[src/cu_buffer_pkg.sv]
// Shared widths, command codes and payload structs; imported by the RTL and the testbench
package cu_buffer_pkg;

  // ----------------------------------------------------------------------
  // Bus widths
  // ----------------------------------------------------------------------
  // Byte address into memory
  localparam int ADDR_W = 32;
  // One memory word per beat
  localparam int DATA_W = 32;
  // One strobe bit per data byte
  localparam int STRB_W = DATA_W / 8;
  // Requester tag, returned untouched with the response
  localparam int TAG_W  = 8;

  // ----------------------------------------------------------------------
  // Command codes
  // ----------------------------------------------------------------------
  typedef enum logic [1:0] {
    CMD_MEM_READ  = 2'd0,
    CMD_MEM_WRITE = 2'd1
  } cmd_e;

  // ----------------------------------------------------------------------
  // Requester side
  // ----------------------------------------------------------------------
  // Request FIFO word, 78 bits
  typedef struct packed {
    cmd_e              cmd;
    logic [TAG_W-1:0]  tag;
    logic [ADDR_W-1:0] addr;
    logic [DATA_W-1:0] wdata;
    logic [STRB_W-1:0] wstrb;
  } cache_req_payload_t;

  // Valid is a one-cycle push strobe
  typedef struct packed {
    logic               valid;
    cache_req_payload_t payload;
  } cache_request_t;

  // Response FIFO word, 42 bits
  // Rdata holds read data, or the write data echoed back for writes
  typedef struct packed {
    cmd_e              cmd;
    logic [TAG_W-1:0]  tag;
    logic [DATA_W-1:0] rdata;
  } cache_resp_payload_t;

  // Valid is a level, held until consumed
  typedef struct packed {
    logic                valid;
    cache_resp_payload_t payload;
  } cache_response_t;

  // ----------------------------------------------------------------------
  // Memory side
  // ----------------------------------------------------------------------
  // Outbound single-beat access, valid is a strobe
  typedef struct packed {
    logic              valid;
    logic              write;
    logic [ADDR_W-1:0] addr;
    logic [DATA_W-1:0] wdata;
    logic [STRB_W-1:0] wstrb;
  } mem_req_t;

  // Completion strobe, rdata only meaningful for reads
  typedef struct packed {
    logic              valid;
    logic [DATA_W-1:0] rdata;
  } mem_rsp_t;

endpackage

[src/sync_fifo.sv]
// Synchronous first-word-fall-through FIFO with programmable-full; used for both queues
module sync_fifo #(
  parameter int WIDTH       = 32,
  parameter int DEPTH       = 32,
  parameter int PROG_THRESH = 16
) (
  input  logic             ap_clk,
  input  logic             areset_m_axi,
  input  logic [WIDTH-1:0] din,
  input  logic             wr_en,
  input  logic             rd_en,
  output logic [WIDTH-1:0] dout,
  output logic             valid,
  output logic             full,
  output logic             empty,
  output logic             prog_full
);

  // ----------------------------------------------------------------------
  // Storage and pointers
  // ----------------------------------------------------------------------
  localparam int PTR_W = (DEPTH > 1) ? $clog2(DEPTH) : 1;
  localparam int CNT_W = $clog2(DEPTH + 1);

  logic [WIDTH-1:0] mem [DEPTH];
  logic [PTR_W-1:0] wr_ptr;
  logic [PTR_W-1:0] rd_ptr;
  // Occupancy, 0 to DEPTH
  logic [CNT_W-1:0] count;

  // Write port
  always_ff @(posedge ap_clk) begin
    if (wr_en) begin
      mem[wr_ptr] <= din;
    end
  end

  // Pointer update, wrap works for any depth
  always_ff @(posedge ap_clk) begin
    if (areset_m_axi) begin
      wr_ptr <= '0;
      rd_ptr <= '0;
    end else begin
      if (wr_en) begin
        wr_ptr <= (wr_ptr == PTR_W'(DEPTH - 1)) ? '0 : wr_ptr + 1'b1;
      end
      if (rd_en) begin
        rd_ptr <= (rd_ptr == PTR_W'(DEPTH - 1)) ? '0 : rd_ptr + 1'b1;
      end
    end
  end

  // Occupancy count
  always_ff @(posedge ap_clk) begin
    if (areset_m_axi) begin
      count <= '0;
    end else begin
      case ({wr_en, rd_en})
        2'b10:   count <= count + 1'b1;
        2'b01:   count <= count - 1'b1;
        default: count <= count;
      endcase
    end
  end

  // ----------------------------------------------------------------------
  // Head and status
  // ----------------------------------------------------------------------
  // Head shows straight from the array
  assign dout      = mem[rd_ptr];
  assign empty     = (count == '0);
  assign valid     = ~empty;
  assign full      = (count == CNT_W'(DEPTH));
  // Leaves headroom below full for pushes already in flight
  assign prog_full = (count >= CNT_W'(PROG_THRESH));

  // Producers must respect full
  a_no_push_full: assert property (
    @(posedge ap_clk) disable iff (areset_m_axi) wr_en |-> !full
  ) else $error("sync_fifo: push while full");

  // Consumers must only pop a valid head
  a_no_pop_empty: assert property (
    @(posedge ap_clk) disable iff (areset_m_axi) rd_en |-> !empty
  ) else $error("sync_fifo: pop while empty");

endmodule

[src/mem_cmd_engine.sv]
// Command FSM: pops one request, issues it on the memory port, pushes its response
module mem_cmd_engine
  import cu_buffer_pkg::*;
(
  input  logic                ap_clk,
  input  logic                areset_m_axi,
  input  cache_req_payload_t  req_head,
  input  logic                req_head_valid,
  output logic                req_pop,
  output logic                resp_push,
  output cache_resp_payload_t resp_din,
  input  logic                resp_prog_full,
  output mem_req_t            mem_req,
  input  logic                mem_ready,
  input  mem_rsp_t            mem_rsp,
  output logic                idle
);

  // ----------------------------------------------------------------------
  // State machine
  // ----------------------------------------------------------------------
  typedef enum logic [1:0] {
    STATE_RESET,
    STATE_READY,
    STATE_ISSUE,
    STATE_PEND
  } engine_state_e;

  engine_state_e      state;
  engine_state_e      next_state;
  // Request held while its memory access is outstanding
  cache_req_payload_t req_q;
  logic               head_is_write;
  logic               issue_fire;
  logic               rsp_fire;
  // Outstanding access tracker, independent of the FSM
  logic               mem_busy;

  always_ff @(posedge ap_clk) begin
    if (areset_m_axi) begin
      state <= STATE_RESET;
    end else begin
      state <= next_state;
    end
  end

  always_comb begin
    next_state = state;
    case (state)
      STATE_RESET: begin
        next_state = STATE_READY;
      end
      STATE_READY: begin
        // Hold here on memory or response back-pressure
        if (req_head_valid && !resp_prog_full && mem_ready) begin
          next_state = STATE_ISSUE;
        end
      end
      STATE_ISSUE: begin
        if (mem_ready) begin
          next_state = STATE_PEND;
        end
      end
      STATE_PEND: begin
        // Single access in flight, wait for its completion
        if (mem_rsp.valid) begin
          next_state = STATE_READY;
        end
      end
      default: begin
        next_state = STATE_RESET;
      end
    endcase
  end

  // ----------------------------------------------------------------------
  // Memory strobe and request pop
  // ----------------------------------------------------------------------
  assign head_is_write = (req_head.cmd == CMD_MEM_WRITE);
  assign issue_fire    = (state == STATE_ISSUE) && mem_ready;
  // Head leaves the FIFO on the same edge the access goes out
  assign req_pop       = issue_fire;

  always_comb begin
    mem_req.valid = issue_fire;
    mem_req.write = head_is_write;
    mem_req.addr  = req_head.addr;
    mem_req.wdata = req_head.wdata;
    // Reads never carry byte enables
    mem_req.wstrb = req_head.wstrb & {STRB_W{head_is_write}};
  end

  always_ff @(posedge ap_clk) begin
    if (issue_fire) begin
      req_q <= req_head;
    end
  end

  // ----------------------------------------------------------------------
  // Response build and push
  // ----------------------------------------------------------------------
  assign rsp_fire = (state == STATE_PEND) && mem_rsp.valid;

  always_ff @(posedge ap_clk) begin
    if (areset_m_axi) begin
      resp_push <= 1'b0;
    end else begin
      resp_push <= rsp_fire;
    end
  end

  // Writes echo their own data, reads return memory data
  always_ff @(posedge ap_clk) begin
    if (rsp_fire) begin
      resp_din.cmd   <= req_q.cmd;
      resp_din.tag   <= req_q.tag;
      resp_din.rdata <= (req_q.cmd == CMD_MEM_WRITE) ? req_q.wdata : mem_rsp.rdata;
    end
  end

  // Not idle while the last response is still being pushed
  assign idle = (state == STATE_READY) && !resp_push;

  // ----------------------------------------------------------------------
  // Checks
  // ----------------------------------------------------------------------
  always_ff @(posedge ap_clk) begin
    if (areset_m_axi) begin
      mem_busy <= 1'b0;
    end else if (mem_req.valid) begin
      mem_busy <= 1'b1;
    end else if (mem_rsp.valid) begin
      mem_busy <= 1'b0;
    end
  end

  a_one_outstanding: assert property (
    @(posedge ap_clk) disable iff (areset_m_axi) mem_req.valid |-> !mem_busy
  ) else $error("mem_cmd_engine: new mem_req before previous mem_rsp");

  a_rsp_in_pend: assert property (
    @(posedge ap_clk) disable iff (areset_m_axi)
      mem_rsp.valid |-> (state == STATE_PEND) && mem_busy
  ) else $error("mem_cmd_engine: mem_rsp without an outstanding access");

endmodule

[src/cu_buffer.sv]
// Compute-unit request buffer top: register stages, request/response FIFOs, engine, done
module cu_buffer
  import cu_buffer_pkg::*;
#(
  parameter int FIFO_DEPTH  = 32,
  parameter int PROG_THRESH = 16
) (
  input  logic            ap_clk,
  input  logic            areset_m_axi,
  input  cache_request_t  request_in,
  output logic            request_full,
  output cache_response_t response_out,
  input  logic            response_ready,
  output mem_req_t        mem_req,
  input  logic            mem_ready,
  input  mem_rsp_t        mem_rsp,
  output logic            done
);

  // ----------------------------------------------------------------------
  // Internal signals
  // ----------------------------------------------------------------------
  cache_request_t      request_reg;

  // Request FIFO
  cache_req_payload_t  req_dout;
  logic                req_valid;
  logic                req_empty;
  logic                req_prog_full;
  logic                req_pop;

  // Response FIFO
  cache_resp_payload_t resp_din;
  cache_resp_payload_t resp_dout;
  logic                resp_push;
  logic                resp_pop;
  logic                resp_valid;
  logic                resp_empty;
  logic                resp_prog_full;

  logic                engine_idle;
  logic                idle_now;
  logic                idle_q;

  // ----------------------------------------------------------------------
  // Input stage
  // ----------------------------------------------------------------------
  always_ff @(posedge ap_clk) begin
    if (areset_m_axi) begin
      request_reg.valid <= 1'b0;
      request_full      <= 1'b0;
    end else begin
      request_reg.valid <= request_in.valid;
      // Registered prog_full, the slack absorbs pushes already in flight
      request_full      <= req_prog_full;
    end
  end

  always_ff @(posedge ap_clk) begin
    request_reg.payload <= request_in.payload;
  end

  // ----------------------------------------------------------------------
  // Queues and engine
  // ----------------------------------------------------------------------
  sync_fifo #(
    .WIDTH       ($bits(cache_req_payload_t)),
    .DEPTH       (FIFO_DEPTH),
    .PROG_THRESH (PROG_THRESH)
  ) u_req_fifo (
    .ap_clk       (ap_clk),
    .areset_m_axi (areset_m_axi),
    .din          (request_reg.payload),
    .wr_en        (request_reg.valid),
    .rd_en        (req_pop),
    .dout         (req_dout),
    .valid        (req_valid),
    .full         (),
    .empty        (req_empty),
    .prog_full    (req_prog_full)
  );

  mem_cmd_engine u_engine (
    .ap_clk         (ap_clk),
    .areset_m_axi   (areset_m_axi),
    .req_head       (req_dout),
    .req_head_valid (req_valid),
    .req_pop        (req_pop),
    .resp_push      (resp_push),
    .resp_din       (resp_din),
    .resp_prog_full (resp_prog_full),
    .mem_req        (mem_req),
    .mem_ready      (mem_ready),
    .mem_rsp        (mem_rsp),
    .idle           (engine_idle)
  );

  sync_fifo #(
    .WIDTH       ($bits(cache_resp_payload_t)),
    .DEPTH       (FIFO_DEPTH),
    .PROG_THRESH (PROG_THRESH)
  ) u_resp_fifo (
    .ap_clk       (ap_clk),
    .areset_m_axi (areset_m_axi),
    .din          (resp_din),
    .wr_en        (resp_push),
    .rd_en        (resp_pop),
    .dout         (resp_dout),
    .valid        (resp_valid),
    .full         (),
    .empty        (resp_empty),
    .prog_full    (resp_prog_full)
  );

  // ----------------------------------------------------------------------
  // Output stage
  // ----------------------------------------------------------------------
  // Refill the output register when empty or being consumed this cycle
  assign resp_pop = resp_valid && (!response_out.valid || response_ready);

  always_ff @(posedge ap_clk) begin
    if (areset_m_axi) begin
      response_out.valid <= 1'b0;
    end else if (resp_pop) begin
      response_out.valid <= 1'b1;
    end else if (response_ready) begin
      response_out.valid <= 1'b0;
    end
  end

  always_ff @(posedge ap_clk) begin
    if (resp_pop) begin
      response_out.payload <= resp_dout;
    end
  end

  // ----------------------------------------------------------------------
  // Done flag
  // ----------------------------------------------------------------------
  // Also covers requests and responses held in the register stages
  assign idle_now = req_empty && resp_empty && engine_idle &&
                    !request_reg.valid && !response_out.valid;

  always_ff @(posedge ap_clk) begin
    if (areset_m_axi) begin
      idle_q <= 1'b0;
      done   <= 1'b0;
    end else begin
      idle_q <= idle_now;
      done   <= idle_q;
    end
  end

  // Requester contract on the push side
  a_no_push_when_full: assert property (
    @(posedge ap_clk) disable iff (areset_m_axi) request_full |-> !request_in.valid
  ) else $error("cu_buffer: request pushed while request_full is high");

endmodule

[config.mk]
export PLATFORM = sky130hd
export DESIGN_NAME = cu_buffer
export DESIGN_NICKNAME = d
export VERILOG_FILES = /design/src/cu_buffer_pkg.sv /design/src/sync_fifo.sv /design/src/mem_cmd_engine.sv /design/src/cu_buffer.sv
export SDC_FILE = /design/constraint.sdc
export NUM_CORES = 2
export LEC_CHECK = 0
export BUFFER_PORTS_ARGS = -buffer_cell sky130_fd_sc_hd__buf_2
export CAP_MARGIN = 10
export CORE_MARGIN = 5
export CORE_UTILIZATION = 54
export CTS_BUF_LIST = sky130_fd_sc_hd__clkbuf_8
export DETAILED_ROUTE_END_ITERATION = 8
export PLACE_DENSITY_LB_ADDON = 0.2
export SLEW_MARGIN = 20
export SYNTH_ARGS = -nofsm -noshare
export SYNTH_HDL_FRONTEND = slang
export SYNTH_SLANG_ARGS = --single-unit
[constraint.sdc]
create_clock -name ap_clk -period 6.95 [get_ports ap_clk]
set_clock_uncertainty 0.1 [all_clocks]
set_input_delay 1.39 -clock ap_clk [delete_from_list [all_inputs] [get_ports ap_clk]]
set_output_delay 1.39 -clock ap_clk [all_outputs]
set_load 0.05 [all_outputs]
==> results.sh <==
export IMPL_first_global_vias=72800
export IMPL_antenna_found_initial=28
export IMPL_synthArstFlopShare_pct=0
export IMPL_io_pins=231
export IMPL_grt_overflow_total=0
export IMPL_ys_seq_area_share_pct=78.9
export IMPL_p_seq_share_pct=53.5
export IMPL_via_per_inst=6.33
export IMPL_fin_setup_tns_ns=0
export IMPL_post_cts_setup_buffer_count=0
export IMPL_leakagePower_nw=53.2
export IMPL_coreArea_um2=284000
export IMPL_combPwrFrac_pct=10.2
export IMPL_worst_path_max_fanout=34
export IMPL_yosys_most_used_dff="edfxtp_1"
export IMPL_drt_initial_drc_count=8666
export IMPL_die_h_um=544
export IMPL_critical_path_class="reg2out"
export IMPL_fmax_ghz=0.166
export IMPL_hp_class="in2reg"
export IMPL_post_drt_wl_per_cell_um=34.4
export IMPL_route_detailed_drc=0
export IMPL_cp_arrival_ns=4.53
export IMPL_synth_edf_count=3966
export IMPL_cap_violations=0
export IMPL_numCtsBuffers=643
export IMPL_place_congestion=0.748
export IMPL_power_mw=52.5
export IMPL_cts_hold_buf=0
export IMPL_syn_area_per_cell_um2=25.0
export IMPL_port_buffers=230
export IMPL_post_cts_resized=0
export IMPL_cts_tree="yes"
export IMPL_synth_fp_nets=6303
export IMPL_die_w_um=544
export IMPL_p_sw_mw=12.8
export IMPL_fill_cells=19400
export IMPL_rows=196
export IMPL_ant_nets=0
export IMPL_first_pass_iters=5
export IMPL_critPathCaptureType="output port"
export IMPL_setup_viol=0
export IMPL_synth_seq_cells=4089
export IMPL_grt_pass1_wl_mm=538
export IMPL_utilization_pct=60.7
export IMPL_cts_root_buf="clkbuf_8"
export IMPL_start_util_pct=54.1
export IMPL_ys_warn_count=0
export IMPL_insertion_delay_ns=1.14
export IMPL_dpl_instance_area_um2=160000
export IMPL_finalCritPeriodShare_pct=86.6
export IMPL_h_tree_depth=6
export IMPL_status="finished, final reports clean"
export IMPL_netlist_area_um2=154000
export IMPL_p_int_mw=39.7
export IMPL_vdd_ir_drop_worst_mv=0.265
export IMPL_nets=6964
export IMPL_track_usage_pct=25.8
export IMPL_cp_start_kind="flip-flop"
export IMPL_layout_drive_gt1_share_pct=35.6
export IMPL_required_ns=5.46
export IMPL_synth_cell_types=50
export IMPL_die_area_um2=296000
export IMPL_largest_register_ffs=2496
export IMPL_finalInstanceArea_um2=173000
export IMPL_clkPwrFrac_pct=36.3
export IMPL_max_slew_margin_pct=21.1
export IMPL_clock_path_buffers=4
export IMPL_timing_hold_ws_ns=0.216
export IMPL_wl_mm=383
export IMPL_netlist_instances=6161
export IMPL_num_vias=70500
export IMPL_tightest_slew_ns=1.18
export IMPL_clkSinkCount=4089
export IMPL_hold_viol=0
export IMPL_rsz0062_at_grt="false"
export IMPL_drv_slew=0
export IMPL_swShare_pct=24.4
export IMPL_powerDensity_nw_per_um2=304
export IMPL_clkSlewWorstSetupHoldPaths_ns=0.06
export IMPL_areaGrowthSynthToFinish_pct=12.1
export IMPL_grt_max_degree=104
export IMPL_dp_hpwl_mm=180
export IMPL_post_route_min_period_ns=6.02
## power by group through the flow
stage	Clock (mW)	Combinational [mW]	Sequential (mW)
floorplan	0	3.88	28.7
CTS	19.4	5.46	28.1
detailed placement	0	5.45	28.6
global route	20.6	5.71	28.1
finish	19.1	5.35	28.1
global placement	0	5.42	28.6
## final cells by class
type | count | area (µm²) | share of cell area [%]
inverter | 20 | 75.1 | 0.0435
clock inverter | 477 | 2640 | 1.53
antenna | 27 | 67.6 | 0.0391
multi-input combinational | 1677 | 31000 | 18.0
sequential | 4089 | 122000 | 70.4
clock buffer | 685 | 9430 | 5.46
tap | 3762 | 4710 | 2.73
timing repair buffer | 391 | 3080 | 1.79
## per-stage QoR
step | cells | setup slack [ns]
detailed placement | 9937 | 2.06
finish | 11100 | 0.932
global placement | 9934 | 2.08
CTS | 11100 | 0.773
global route | 11100 | 0.706
floorplan | 6161 | 2.10
## cells by family after synthesis
family          synth area share, %
mux                            18.7
fa+ha+maj                     0.216
compound gates                0.278
flops                          78.9
xor+xnor                     0.0341
buf+inv                        1.24
simple gates                  0.659
## cells in the mapped netlist (all sizes together), types with 4 or more instances
library cell | n | share of area, %
nand4 | 6 | 0.024
mux4 | 1189 | 17
and3 | 6 | 0.024
o21ai | 15 | 0.049
mux2 | 149 | 1.1
clkbuf | 161 | 0.39
buf | 214 | 0.79
edfxtp | 3966 | 77
inv | 20 | 0.049
nand3 | 5 | 0.016
xor2 | 4 | 0.023
ha | 25 | 0.20
nor3 | 24 | 0.078
nand2b | 9 | 0.037
o21a | 4 | 0.019
nand3b | 7 | 0.034
a31oi | 7 | 0.028
nor2 | 92 | 0.22
a22oi | 7 | 0.034
nor2b | 13 | 0.053
a21oi | 27 | 0.088
nand2 | 23 | 0.056
or3 | 5 | 0.020
mux2i | 28 | 0.18
dfxtp | 123 | 1.6
## worst max-delay path: stages, from the launching register on
cell     delay, ns
dfxtp_4       0.90
buf_12        0.32
buf_4         0.38
mux4_2        0.56
mux4_2        0.48
mux2_2        0.33
buf_2         0.23
## cells in the final DEF (no fill, tap or decap), drive strengths merged, types with 9 or more instances in the layout
cell,count
mux2,149
edfxtp,3966
ha,25
nand2,23
o21ai,15
buf,391
dfxtp,123
clkinvlp,9
mux2i,28
nor2,92
nand2b,9
nor3,24
nor2b,13
inv,300
bufinv,12
a21oi,27
clkinv,176
diode,27
clkbuf,685
mux4,1189
## layer usage
metal / vias up / part of all wire, % / GRT usage, %
met5: - / 0.019 / 0
met4: 12 / 3.1 / 8.31
met3: 621 / 7.8 / 4.38
met2: 3579 / 51 / 43.2
met1: 38200 / 38 / 35.3
li1: 28100 / - / -
## worst paths after layout
kind,cells past startpoint,slack (ns),startpoint,to
setup reg to reg,10,3.24,u_resp_fifo.count[0],u_resp_fifo.count[5]
hold / removal,1,0.22,request_in[17],request_reg[17]
setup / recovery,6,0.93,flip-flop,mem_req[46]
hold reg to reg,0,0.32,u_engine.req_q[75],u_engine.resp_din[39]
Note: power is estimated with default switching activity, not from simulation.
